<file path="src/rtl/cpu_ctrl_pkg.sv">
// cpu control package with field widths and the opcode, funct, regimm, alu, extend and phase enums
package cpu_ctrl_pkg;

    localparam int OPCODE_W = 6;  // instr[31:26]
    localparam int FUNCT_W  = 6;  // instr[5:0]
    localparam int RT_W     = 5;  // instr[20:16], regimm selector
    localparam int ALU_OP_W = 4;  // alu control code
    localparam int EXT_OP_W = 3;  // load data extend code

    // primary opcodes, standard mips encoding
    typedef enum logic [OPCODE_W-1:0] {
        OP_RTYPE  = 6'b000000,  // alu op from funct field
        OP_REGIMM = 6'b000001,  // branch kind from rt field
        OP_J      = 6'b000010,
        OP_JAL    = 6'b000011,
        OP_BEQ    = 6'b000100,
        OP_BNE    = 6'b000101,
        OP_BLEZ   = 6'b000110,
        OP_BGTZ   = 6'b000111,
        OP_ADDIU  = 6'b001001,
        OP_SLTI   = 6'b001010,
        OP_SLTIU  = 6'b001011,
        OP_ANDI   = 6'b001100,
        OP_ORI    = 6'b001101,
        OP_XORI   = 6'b001110,
        OP_LUI    = 6'b001111,
        OP_LB     = 6'b100000,
        OP_LH     = 6'b100001,
        OP_LW     = 6'b100011,
        OP_LBU    = 6'b100100,
        OP_LHU    = 6'b100101,
        OP_SW     = 6'b101011
    } opcode_e;

    // r-type functions handled by the control unit
    typedef enum logic [FUNCT_W-1:0] {
        FN_SLL  = 6'b000000,
        FN_SRL  = 6'b000010,
        FN_SRA  = 6'b000011,
        FN_SLLV = 6'b000100,
        FN_SRLV = 6'b000110,
        FN_SRAV = 6'b000111,
        FN_JR   = 6'b001000,  // jump to rs
        FN_JALR = 6'b001001,  // jump to rs, link into rd
        FN_ADDU = 6'b100001,
        FN_SUBU = 6'b100011,
        FN_AND  = 6'b100100,
        FN_OR   = 6'b100101,
        FN_XOR  = 6'b100110,
        FN_SLT  = 6'b101010,
        FN_SLTU = 6'b101011
    } funct_e;

    // regimm branch selectors in the rt field
    typedef enum logic [RT_W-1:0] {
        RI_BLTZ   = 5'b00000,
        RI_BGEZ   = 5'b00001,
        RI_BLTZAL = 5'b10000,  // links into r31
        RI_BGEZAL = 5'b10001   // links into r31
    } regimm_e;

    // operation codes understood by the alu control block
    typedef enum logic [ALU_OP_W-1:0] {
        ALU_ADD    = 4'b0000,  // address and addiu add
        ALU_EQ     = 4'b0001,
        ALU_FUNCT  = 4'b0010,  // decode the funct field
        ALU_AND    = 4'b0100,
        ALU_OR     = 4'b0101,
        ALU_XOR    = 4'b0110,
        ALU_SLT    = 4'b0111,
        ALU_NE     = 4'b1000,
        ALU_GTZ    = 4'b1001,
        ALU_LEZ    = 4'b1010,
        ALU_REGIMM = 4'b1011,  // compare kind from rt field
        ALU_SLTU   = 4'b1100
    } alu_op_e;

    // load data extension, msb set means sub-word
    typedef enum logic [EXT_OP_W-1:0] {
        EXT_WORD   = 3'b000,
        EXT_HALF_U = 3'b100,
        EXT_HALF_S = 3'b101,
        EXT_BYTE_U = 3'b110,
        EXT_BYTE_S = 3'b111
    } ext_op_e;

    // instruction phases, code 0 left unused
    typedef enum logic [2:0] {
        ST_FETCH  = 3'd1,  // read instruction at pc
        ST_DECODE = 3'd2,  // latch instruction register
        ST_EXEC1  = 3'd3,  // alu work, data read for loads
        ST_EXEC2  = 3'd4   // write back and pc update
    } ctrl_state_e;

endpackage

</file>
<file path="src/rtl/instr_decoder.sv">
// instruction decoder turning opcode, funct, rt and phase into datapath controls
`timescale 1ns/1ps

module instr_decoder (
    input  cpu_ctrl_pkg::ctrl_state_e state,
    input  cpu_ctrl_pkg::opcode_e     opcode,
    input  cpu_ctrl_pkg::funct_e      funct,
    input  cpu_ctrl_pkg::regimm_e     rt_code,
    output cpu_ctrl_pkg::alu_op_e     alu_op,
    output cpu_ctrl_pkg::ext_op_e     ext_op,
    output logic                      alu_src,      // immediate as second alu operand
    output logic                      signed_imm,   // sign extend the immediate
    output logic                      jump,
    output logic                      branch,
    output logic                      mem_read,
    output logic                      mem_write,
    output logic                      reg_dst,      // write rd instead of rt
    output logic                      mem_to_reg,
    output logic                      reg_write,
    output logic                      ir_write,
    output logic                      pc_to_addr,   // pc drives the memory address
    output logic                      reg_to_jump,  // jump target from rs
    output logic                      link,         // write return address
    output logic                      load_imm      // lui path
);

    import cpu_ctrl_pkg::*;

    logic exec1;        // data read phase
    logic exec2;        // write back phase
    logic arith_fn;     // funct result goes to rd
    logic reg_jump;     // jr or jalr
    logic regimm_link;  // bltzal or bgezal
    logic wr_req;       // instruction writes the register file
    logic rd_req;       // instruction reads data memory
    logic st_req;       // instruction writes data memory

    assign exec1 = (state == ST_EXEC1);
    assign exec2 = (state == ST_EXEC2);

    assign arith_fn = funct inside {FN_SLL, FN_SRL, FN_SRA, FN_SLLV, FN_SRLV, FN_SRAV,
                                    FN_ADDU, FN_SUBU, FN_AND, FN_OR, FN_XOR,
                                    FN_SLT, FN_SLTU, FN_JALR};
    assign reg_jump    = funct inside {FN_JR, FN_JALR};
    assign regimm_link = rt_code inside {RI_BLTZAL, RI_BGEZAL};

    always_comb begin
        alu_op      = ALU_ADD;
        ext_op      = EXT_WORD;
        alu_src     = 1'b0;
        signed_imm  = 1'b0;
        jump        = 1'b0;
        branch      = 1'b0;
        mem_read    = 1'b0;
        mem_write   = 1'b0;
        reg_dst     = 1'b0;
        mem_to_reg  = 1'b0;
        reg_write   = 1'b0;
        ir_write    = 1'b0;
        pc_to_addr  = 1'b0;
        reg_to_jump = 1'b0;
        link        = 1'b0;
        load_imm    = 1'b0;
        wr_req      = 1'b0;
        rd_req      = 1'b0;
        st_req      = 1'b0;

        case (state)
            ST_FETCH: begin
                mem_read   = 1'b1;  // instruction read at pc
                pc_to_addr = 1'b1;
            end
            ST_DECODE: begin
                ir_write   = 1'b1;  // capture returned instruction
                pc_to_addr = 1'b1;
            end
            ST_EXEC1, ST_EXEC2: begin
                case (opcode)
                    OP_RTYPE: begin
                        alu_op      = ALU_FUNCT;
                        reg_dst     = 1'b1;
                        jump        = reg_jump;
                        reg_to_jump = reg_jump;
                        link        = (funct == FN_JALR);
                        wr_req      = arith_fn;
                    end
                    OP_ADDIU, OP_ANDI, OP_ORI, OP_XORI, OP_SLTI, OP_SLTIU: begin
                        alu_src    = 1'b1;
                        signed_imm = (opcode == OP_SLTI);
                        wr_req     = 1'b1;
                        case (opcode)
                            OP_ANDI:  alu_op = ALU_AND;
                            OP_ORI:   alu_op = ALU_OR;
                            OP_XORI:  alu_op = ALU_XOR;
                            OP_SLTI:  alu_op = ALU_SLT;
                            OP_SLTIU: alu_op = ALU_SLTU;
                            default:  alu_op = ALU_ADD;  // addiu
                        endcase
                    end
                    OP_LUI: begin
                        alu_src  = 1'b1;
                        load_imm = 1'b1;  // immediate shifted into upper half
                        wr_req   = 1'b1;
                    end
                    OP_BEQ: begin
                        alu_op = ALU_EQ;
                        branch = 1'b1;
                    end
                    OP_BNE: begin
                        alu_op = ALU_NE;
                        branch = 1'b1;
                    end
                    OP_BGTZ: begin
                        alu_op  = ALU_GTZ;
                        alu_src = 1'b1;
                        branch  = 1'b1;
                    end
                    OP_BLEZ: begin
                        alu_op  = ALU_LEZ;
                        alu_src = 1'b1;
                        branch  = 1'b1;
                    end
                    OP_REGIMM: begin
                        alu_op  = ALU_REGIMM;
                        alu_src = 1'b1;
                        branch  = 1'b1;
                        link    = regimm_link;  // return address to r31
                        wr_req  = regimm_link;
                    end
                    OP_LB, OP_LBU, OP_LH, OP_LHU, OP_LW: begin
                        alu_src    = 1'b1;  // base plus offset
                        mem_to_reg = (opcode == OP_LW);
                        rd_req     = 1'b1;
                        wr_req     = 1'b1;
                        case (opcode)
                            OP_LB:   ext_op = EXT_BYTE_S;
                            OP_LBU:  ext_op = EXT_BYTE_U;
                            OP_LH:   ext_op = EXT_HALF_S;
                            OP_LHU:  ext_op = EXT_HALF_U;
                            default: ext_op = EXT_WORD;
                        endcase
                    end
                    OP_SW: begin
                        alu_src = 1'b1;
                        reg_dst = 1'b1;
                        st_req  = 1'b1;
                    end
                    OP_J: begin
                        jump = 1'b1;
                    end
                    OP_JAL: begin
                        jump   = 1'b1;
                        link   = 1'b1;
                        wr_req = 1'b1;
                    end
                    default: ;  // unknown opcode keeps every control low
                endcase

                // writes and data reads only in their own phase
                reg_write = wr_req & exec2;
                mem_read  = rd_req & exec1;
                mem_write = st_req & exec2;
            end
            default: ;
        endcase
    end

endmodule

</file>
<file path="src/rtl/state_sequencer.sv">
// phase sequencer stepping fetch, decode and execute under bus waitrequest
`timescale 1ns/1ps

module state_sequencer (
    input  logic                      clk,
    input  logic                      arst_n,
    input  logic                      waitrequest,  // avalon back-pressure
    input  logic                      mem_read,     // data read pending in exec1
    output cpu_ctrl_pkg::ctrl_state_e state,
    output logic                      pc_write
);

    import cpu_ctrl_pkg::*;

    ctrl_state_e state_nxt;
    logic        bus_busy;  // current phase still waits on the bus

    // fetch and exec2 always hold a bus transfer, exec1 only for loads
    always_comb begin
        case (state)
            ST_FETCH: bus_busy = waitrequest;
            ST_EXEC1: bus_busy = mem_read & waitrequest;
            ST_EXEC2: bus_busy = waitrequest;
            default:  bus_busy = 1'b0;  // decode never waits
        endcase
    end

    always_comb begin
        state_nxt = state;
        if (!bus_busy) begin
            case (state)
                ST_FETCH:  state_nxt = ST_DECODE;
                ST_DECODE: state_nxt = ST_EXEC1;
                ST_EXEC1:  state_nxt = ST_EXEC2;
                ST_EXEC2:  state_nxt = ST_FETCH;
                default:   state_nxt = ST_FETCH;  // recover from an unused code
            endcase
        end
    end

    always_ff @(posedge clk or negedge arst_n) begin
        if (!arst_n) begin
            state <= ST_FETCH;
        end else begin
            state <= state_nxt;
        end
    end

    // pc moves once per instruction as exec2 completes
    assign pc_write = (state == ST_EXEC2) & ~waitrequest;

endmodule

</file>
<file path="src/rtl/cpu_control.sv">
// top level of the multicycle cpu control unit, decoder plus phase sequencer
`timescale 1ns/1ps

module cpu_control (
    input  logic                      clk,
    input  logic                      arst_n,
    input  logic                      waitrequest,  // memory bus stall
    input  cpu_ctrl_pkg::opcode_e     opcode,
    input  cpu_ctrl_pkg::funct_e      funct,
    input  cpu_ctrl_pkg::regimm_e     rt_code,
    output cpu_ctrl_pkg::alu_op_e     alu_op,
    output cpu_ctrl_pkg::ext_op_e     ext_op,
    output cpu_ctrl_pkg::ctrl_state_e state,
    output logic                      alu_src,
    output logic                      signed_imm,
    output logic                      jump,
    output logic                      branch,
    output logic                      mem_read,
    output logic                      mem_write,
    output logic                      reg_dst,
    output logic                      mem_to_reg,
    output logic                      reg_write,
    output logic                      ir_write,
    output logic                      pc_to_addr,
    output logic                      pc_write,
    output logic                      reg_to_jump,
    output logic                      link,
    output logic                      load_imm
);

    // combinational decode of the current instruction and phase
    instr_decoder u_decoder (
        .state       (state),
        .opcode      (opcode),
        .funct       (funct),
        .rt_code     (rt_code),
        .alu_op      (alu_op),
        .ext_op      (ext_op),
        .alu_src     (alu_src),
        .signed_imm  (signed_imm),
        .jump        (jump),
        .branch      (branch),
        .mem_read    (mem_read),
        .mem_write   (mem_write),
        .reg_dst     (reg_dst),
        .mem_to_reg  (mem_to_reg),
        .reg_write   (reg_write),
        .ir_write    (ir_write),
        .pc_to_addr  (pc_to_addr),
        .reg_to_jump (reg_to_jump),
        .link        (link),
        .load_imm    (load_imm)
    );

    // mem_read loops back so exec1 waits only on loads
    state_sequencer u_sequencer (
        .clk         (clk),
        .arst_n      (arst_n),
        .waitrequest (waitrequest),
        .mem_read    (mem_read),
        .state       (state),
        .pc_write    (pc_write)
    );

endmodule

</file>
<file path="config.mk">
export PLATFORM = sky130hd
export DESIGN_NAME = cpu_control
export DESIGN_NICKNAME = d
export VERILOG_FILES = /design/src/rtl/cpu_ctrl_pkg.sv /design/src/rtl/instr_decoder.sv /design/src/rtl/state_sequencer.sv /design/src/rtl/cpu_control.sv
export SDC_FILE = /design/constraint.sdc
export NUM_CORES = 1
export LEC_CHECK = 0
export BUFFER_PORTS_ARGS = -buffer_cell sky130_fd_sc_hd__buf_4
export CORE_UTILIZATION = 46
export CTS_BUF_LIST = sky130_fd_sc_hd__clkbuf_8
export CTS_CLUSTER_DIAMETER = 50
export DETAILED_ROUTE_END_ITERATION = 10
export PLACE_DENSITY = 0.86
export SLEW_MARGIN = 20
export SYNTH_ARGS = -nofsm -noshare
export SYNTH_HDL_FRONTEND = slang
export SYNTH_SLANG_ARGS = --single-unit
</file>
<file path="constraint.sdc">
create_clock -name clk -period 3.2 [get_ports clk]
set_clock_uncertainty 0.2 [all_clocks]
set_input_delay 0 -clock clk [delete_from_list [all_inputs] [get_ports clk]]
set_output_delay 0 -clock clk [all_outputs]
set_load 0.005 [all_outputs]
</file>
### Word level (Yosys, flattened, before mapping)

Index checks and enable logic that the tools add are counted.

* bits in registers: 3
* bits in latches: 0
* RAM bits: 0
* bits in read-only memories: 0
* bits of input ports: 20
* output and inout bits: 25
* word-level logic and storage cells: 99
* memories: 0

* add/sub/neg operators: 0
* $mul: 0
* divide/modulo/power cells: 0
* $lt $le $gt $ge: 0
* equality and inequality tests: 40
* shifts and indexed selects: 0
* multiplexer cells: 37
* bitwise gates (word level): 6
* reduce and logical (&&, ||, !) cells: 15

Operators by type and width (number)
* $eq 6x6->1 const B: 13
* $eq 6x4->1 const B: 9
* $eq 6x3->1 const B: 7
* $pmux 4 s7: 1
* $mux 1: 25
* $eq 6x2->1 const B: 4
* $pmux 4 s5: 1
* $reduce_or 16->1: 1
* $reduce_bool 14->1: 1
* $reduce_or 13->1: 1
* $logic_not 6->1: 2
* $pmux 3 s4: 1
* $eq 5x5->1 const B: 2
* $reduce_or 2->1: 5
* $reduce_or 5->1: 2
* $pmux 3 s3: 1
* $eq 3x2->1 const B: 2
* $eq 6x1->1 const B: 1
* $mux 3: 2
* $pmux 1 s2: 3
* $pmux 1 s3: 2
* $reduce_or 6->1: 1
* $and 1x1->1: 5
* $mux 4: 1
* 4 further kinds: 5

### Logic depth before layout (Yosys ltp)

Gate-level depths: netlist (run 1).

* depth in word-level cells: 8
* mapped depth: 5
* depth with buffers taken out: 4

### Cells and area by module

From an unflattened synthesis (run 1), not the netlist that was laid out.

* cell total of the unflattened synthesis: 100
* area, all modules: 721.9 um^2

Modules (own cells, without submodules)
* instr_decoder: times used 1, cells each 85, area each 559.3 um^2, seq. area each 0.0 um^2
* state_sequencer: times used 1, cells each 15, area each 162.7 um^2, seq. area each 76.3 um^2

### Worst setup path before layout (run 1)

Ideal clock, no wire load.

* path kind: register to output
* start point: reg u_sequencer.state[0]
* end point: out alu_op[2]
* arrival: 1.535 ns
* slack: 1.465 ns
* cell stages (with the launch flop): 5
* buffers on the path: 0
* cells stage by stage: dfstp_2 nor2b_1 a21oi_1 nand2b_1 a311oi_1

* longest elaborated chain between the ends: 3
* elaborated cells between the ends (all ways): 4
* those cells by class: eq/ne: 2; mux: 1; reduce/logical: 1

RTL lines
* start: declaration: line state_sequencer.sv:9 `output cpu_ctrl_pkg::ctrl_state_e state,`
* start signal: assignment: line state_sequencer.sv:45 `state <= state_nxt;`
* $eq 3x3->1 or $eq 3x2->1 (tied branches): line instr_decoder.sv:68 `case (state)`
* $reduce_or 2->1 *: line instr_decoder.sv:68
* $mux 4 *: line instr_decoder.sv:68
* end: declaration: line cpu_control.sv:11 `output cpu_ctrl_pkg::alu_op_e alu_op,`

Mark *: on every way between the ends. The rest lies on a longest branch, timed or not.

### Final worst setup path (run 1)

Same ends and word-level chain as after synthesis.

==> metrics, run 1 <==
outcome=finished clean; vias in the first global route=767; Cell Area, Synth=671 sq um; CTS buffer count=3; Crit Path Max Fanout=8; Post-CTS Hold Buffers=5; DR DRC count=0; post-cts resize count=0; Root Driver=clkbuf_8; H-tree Lvls=1; Worst VDD drop=0.255 mV; Design Power=477 uW; Syn-to-layout area delta=60.6%; global-route wire length before repair=3240 um; Yosys reg bits=3; yosys warns=0; biggest regs=u_sequencer.state: 3 flops; commonest non-fill, non-tap cell in the layout=buf_4; Detailed Routing Iterations Pass 1=4; post-CTS setup buffer count=0; Final Max Tran Viols=0; Max Cap Viol=0; maximum clock frequency=435 MHz; Synth async-reset ratio=100%; unrepaired setup endpoints after global routing=false; Post-Place Setup Slack=1.14 ns; worst rel slew slack=59.1%; antenna violations before repair=0; data arrival time of the worst path=2.10 ns; PortBufs=43; clk buf depth=2; Critical Path Max Stage Delay=0.59 ns; core area=1330 sq um; cell count after synthesis=102; Yosys cell types=43; chip height=40.2 um; Main synth FF type=dfrtp_1; post-synthesis sequential area ratio=11.4%; Final Hold Viols=0; pwr dens=443 nW/um^2; Antenna diodes=0; GPL Wtd Cong=0.783; DR WL/cell=14.4 um; final setup vio count=0; TritonCTS clock tree=yes; Post-synth EDFFs=0; minimum clock period=2.30 ns; via count=978; global route overflow=0; Sink Count=3; Biggest register=u_sequencer.state; Reg clk slew, reported paths=0.03 ns; Worst-Skew Late Latency=0.22 ns; most frequent cells in the layout=buf_4, nor2_1, inv_1, a21oi_1, nand2_1; setup tns final=0 ns; vias per cell=6.00; Final ANT Viol Nets=0; Filler Cell Count=100; # nets final=169; Die ar.=1610 sq um; # rows=13; R2R depth=3; max reg flops=3; First DRT Iteration DRCs=28; proportion of layout cells with a drive suffix above 1=35.1%; Worst Tran Pin Value=0.613 ns; Avg Cell Area, Syn=6.57 sq um; Ports=45; largest net degree at the start of global routing=19; period utilisation layout=71.8%; r2r endpoint=u_sequencer.state[0]; Min Hold Slack=0.0760 ns; Mapped Nets=122; critical-path cell list=nor2b_1 > a21oi_1 > nand2b_1 > a311oi_1 > buf_4; critical path class=reg2out; HPWL after DPL=1650 um; CP max stage cell=dfstp_2; Total Wirelength=2340 um; Starting Density=50.3%; reg2reg setup slack=1.29 ns; fin worst setup slack=0.903 ns; Worst Hold Class=in2async; Worst Path Required=3.00 ns; global-route usage over all layers=29.9%; crit end category=output pin; startpoint types=flip-flop; reg2reg start=u_sequencer.state[2]; Pleak=0.488 nW; Die X=40.2 um
-- critical path, delay by kind of cell, from the launching register on --
family                 cells  cell delay [ns]
and+or+nand+nor            2             0.59
buffers and inverters      1             0.15
AOI/OAI and AO/OA          2             0.54
DFF                        1             0.59
-- area by class of cell --
type	count	area, sq um	share of cell area, %
Multi-Input combinational cell	86	538	49.9
Timing Repair Buffer	48	373	34.6
Sequential cell	3	76.3	7.08
Clock buffer	3	41.3	3.83
Inverter	7	26.3	2.44
Tap cell	15	18.8	1.74
Clock inverter	1	3.75	0.348
-- per-stage QoR --
step / cells / cell area [sq um] / util [%]
floorplan: 102 / 671 / -
global placement: 154 / 982 / 73.6
detailed placement: 154 / 982 / 73.6
CTS: 163 / 1080 / 80.8
global route: 163 / 1080 / 80.8
finish: 163 / 1080 / 80.8
-- power breakdown --
part           leakage [nW]  switching [mW]  internal (mW)
combinational         0.424           0.129          0.144
sequential           0.0367          0.0352         0.0604
clock                0.0269          0.0267         0.0817
-- synth_stat cells (all sizes together) (3+ instances only) --
cell type | count | area share (%)
a21oi | 8 | 6.0
nand2b | 4 | 3.7
nor3 | 5 | 3.7
nand2 | 7 | 3.9
nand3 | 3 | 2.2
nor2 | 12 | 6.7
a211oi | 3 | 3.4
o21ai | 4 | 3.0
inv | 7 | 3.9
or3 | 4 | 4.5
nor2b | 5 | 4.7
clkbuf | 5 | 2.8
-- cells by family (layout without fill, tap and decap cells) --
kind of cell	Yosys count	count (layout)	share of synthesized area (%)
buffers and inverters	13	59	8.40
xor gates and xnor gates	2	2	2.61
and+or+nand+nor	51	51	42.2
muxes	1	1	1.49
AOI/OAI and AO/OA	32	32	34.0
DFF	3	3	11.4
-- how the worst max path moves through the flow --
stage	startpoint	to	cells past startpoint
3_5_place_dp	u_sequencer.state[0]	alu_op[2]	5
6_report	u_sequencer.state[0]	alu_op[2]	5
2_1_floorplan	u_sequencer.state[0]	alu_op[2]	4
3_3_place_gp	u_sequencer.state[0]	alu_op[2]	5
5_1_grt	u_sequencer.state[0]	alu_op[2]	5
4_1_cts	u_sequencer.state[0]	alu_op[2]	5
-- layer usage --
layer	track usage (%)	up-vias	part of all wire (%)
met5	0	-	0
li1	-	474	-
met2	53.6	42	52
met1	31.5	450	39
met3	2.22	12	5.1
met4	24.2	0	4.4
(Power assumes the default switching activity.)
==> run 2, diff against run 1 <==
CORE_UTILIZATION = 38   (was 46)
PLACE_DENSITY = 0.76   (was 0.86)
clock period = 1.95 ns   (was 3.2 ns; I/O delays follow)
==> metrics, run 2 (same netlist as run 1, synthesis figures left out) <==
internal power consumption=526 uW (+84%); Crit path depth=5 (unchanged); global-route wire length before repair=3500 um (+8.1%); unrepaired setup endpoints after global routing=false; Die ar.=1940 sq um (+20%); critical-path cell list=nor2b_4 > a21oi_2 > or3_4 > nor2_1 > buf_4; switch share=38.4% (-1.7 points); Antenna diodes=0 (unchanged); Filler Cell Count=141 (+41%); First DRT Iteration DRCs=27 (-3.6%); Syn-to-layout area delta=68.7%; period utilisation layout=95.0%; H-tree Lvls=1 (unchanged); vias in the first global route=827 (+7.8%); Crit Path Max Fanout=7 (-1); DR DRC count=2 (+2); R2R depth=3 (unchanged); Sink Count=3 (unchanged); Critical Path Max Stage Delay=0.59 ns (about the same); Final Hold Viols=0 (unchanged); largest delay contributor family on the critical path=simple AND/OR/NAND/NOR gates; Final Non-Filler Cells=167 (+2.5%); # rows=14 (+1); placed cells=160 (+3.9%); DR WL/cell=13.4 um (-6.9%); CTS buffer count=3 (unchanged); reg2reg start=u_sequencer.state[0]; Die X=44.0 um (+9.5%); setup tns final=0 ns (unchanged); vias per cell=5.73 (-4.5%); Worst-Skew Late Latency=0.21 ns (about the same); # nets final=172 (+1.8%); crit end category=output pin; pwr dens=755 nW/um^2 (+71%); largest net degree at the start of global routing=18 (-1); Ports=45 (unchanged); Pleak=0.525 nW (+7.7%); Worst VDD drop=0.519 mV (+100%); failing checks=design-rule violations; antenna violations before repair=0 (unchanged); data arrival time of the worst path=1.65 ns (-0.45 ns); Final Max Tran Viols=0 (unchanged); biggest regs=u_sequencer.state: 3 flops; most frequent cells in the layout=buf_4, nor2_1, inv_1; Reg clk slew, reported paths=0.03 ns (about the same); Max Cap Viol=0 (unchanged); PortBufs=43 (unchanged); critical path class=reg2out; reg2reg setup slack=0.60 ns (-0.69 ns); TritonCTS clock tree=yes; Starting Density=42.5% (-7.7 points); Gate power share=62.3% (+5.1 points); Critical Path End=ext_op[0]; Worst Tran Pin Value=0.680 ns (+0.0669 ns); Total Wirelength=2230 um (-4.6%); Final ANT Viol Nets=0 (unchanged); global route overflow=0 (unchanged); HPWL after DPL=1690 um (+2.6%); via count=957 (-2.1%); outcome=finished with violations; clk buf depth=2 (unchanged); Biggest register=u_sequencer.state; minimum clock period=1.85 ns; global-route usage over all layers=23.4% (-6.4 points); Detailed Routing Iterations Pass 1=10 (+6); sequential share of power=17.5% (-2.5 points); Crit. Startpoint=u_sequencer.state[0]; worst rel slew slack=53.5% (-5.6 points); Worst Path Required=1.75 ns (-1.25 ns); CP max stage cell=dfstp_2; core area=1580 sq um (+18%); Worst Hold Class=in2reg; maximum clock frequency=540 MHz; Buf+Inv Stages, Crit Path=1 (unchanged); final setup vio count=0 (unchanged); commonest non-fill, non-tap cell in the layout=buf_4; Design Power=854 uW (+79%); P_sw=328 uW (+71%); chip height=44.0 um (+9.5%); startpoint types=flip-flop; Clk pwr share=20.1% (-2.6 points); GPL Wtd Cong=0.839 (+7.2%); max reg flops=3 (unchanged); Root Driver=clkbuf_8; r2r endpoint=u_sequencer.state[1]; proportion of layout cells with a drive suffix above 1=41.7% (+6.6 points)
run 2: through the flow:
stage | area (sq um) | util, % | worst slack (ns) | hold slack [ns]
floorplan | 671 | - | 0.215 | -0.496
global placement | 1020 | 64.8 | 0.165 | -0.413
detailed placement | 1020 | 64.8 | 0.107 | -0.411
CTS | 1110 | 70.4 | 0.0126 | 0.00298
global route | 1130 | 71.7 | 0.0242 | 0.0444
finish | 1130 | 71.7 | 0.0979 | 0.0136
run 2: worst min-delay path, stage by stage:
cell       delay, ns
buf_4           0.12
a2111oi_0       0.10
o22ai_1         0.14
run 2: final cells by class:
| class | count | area, sq um | area share, % |
|---|---|---|---|
| inverters | 7 | 26.3 | 2.32 |
| flip-flops and latches | 3 | 76.3 | 6.75 |
| well taps | 16 | 20.0 | 1.77 |
| clock inverters | 1 | 3.75 | 0.332 |
| multi-input cells | 86 | 573 | 50.7 |
| repair buffers | 51 | 390 | 34.5 |
| clock buffers | 3 | 41.3 | 3.65 |
run 2: how the worst min path moves through the flow:
stage / start / end / depth (start not counted)
2_1_floorplan: arst_n / u_sequencer.state[1] / 0
3_3_place_gp: arst_n / u_sequencer.state[2] / 1
3_5_place_dp: arst_n / u_sequencer.state[2] / 1
4_1_cts: opcode[4] / u_sequencer.state[2] / 3
5_1_grt: opcode[4] / u_sequencer.state[0] / 4
6_report: opcode[4] / u_sequencer.state[2] / 3
run 2: what timing repair did:
item                                   4_1_cts  5_1_grt
buffers inserted                             0        0
hold buffers                                 3        0
setup endpoints to repair                    4        7
cloned                                       0        0
endpoints found under the hold margin        6        0
pin swaps                                    0        1
resized for setup                            3        5
run 2: layer usage:
| metal | global-route usage (%) | wire (um) |
|---|---|---|
| met5 | 0 | 0 |
| met4 | 4.85 | 0 |
| met3 | 4.08 | 115 |
| met2 | 43.8 | 1240 |
| met1 | 27.7 | 874 |
run 2: power groups by stage:
stage / clock, mW / sequential, mW / combinational [mW]
floorplan: 0 / 0.144 / 0.211
global placement: 0 / 0.138 / 0.469
detailed placement: 0 / 0.140 / 0.484
CTS: 0.174 / 0.139 / 0.507
global route: 0.186 / 0.154 / 0.573
finish: 0.172 / 0.150 / 0.532
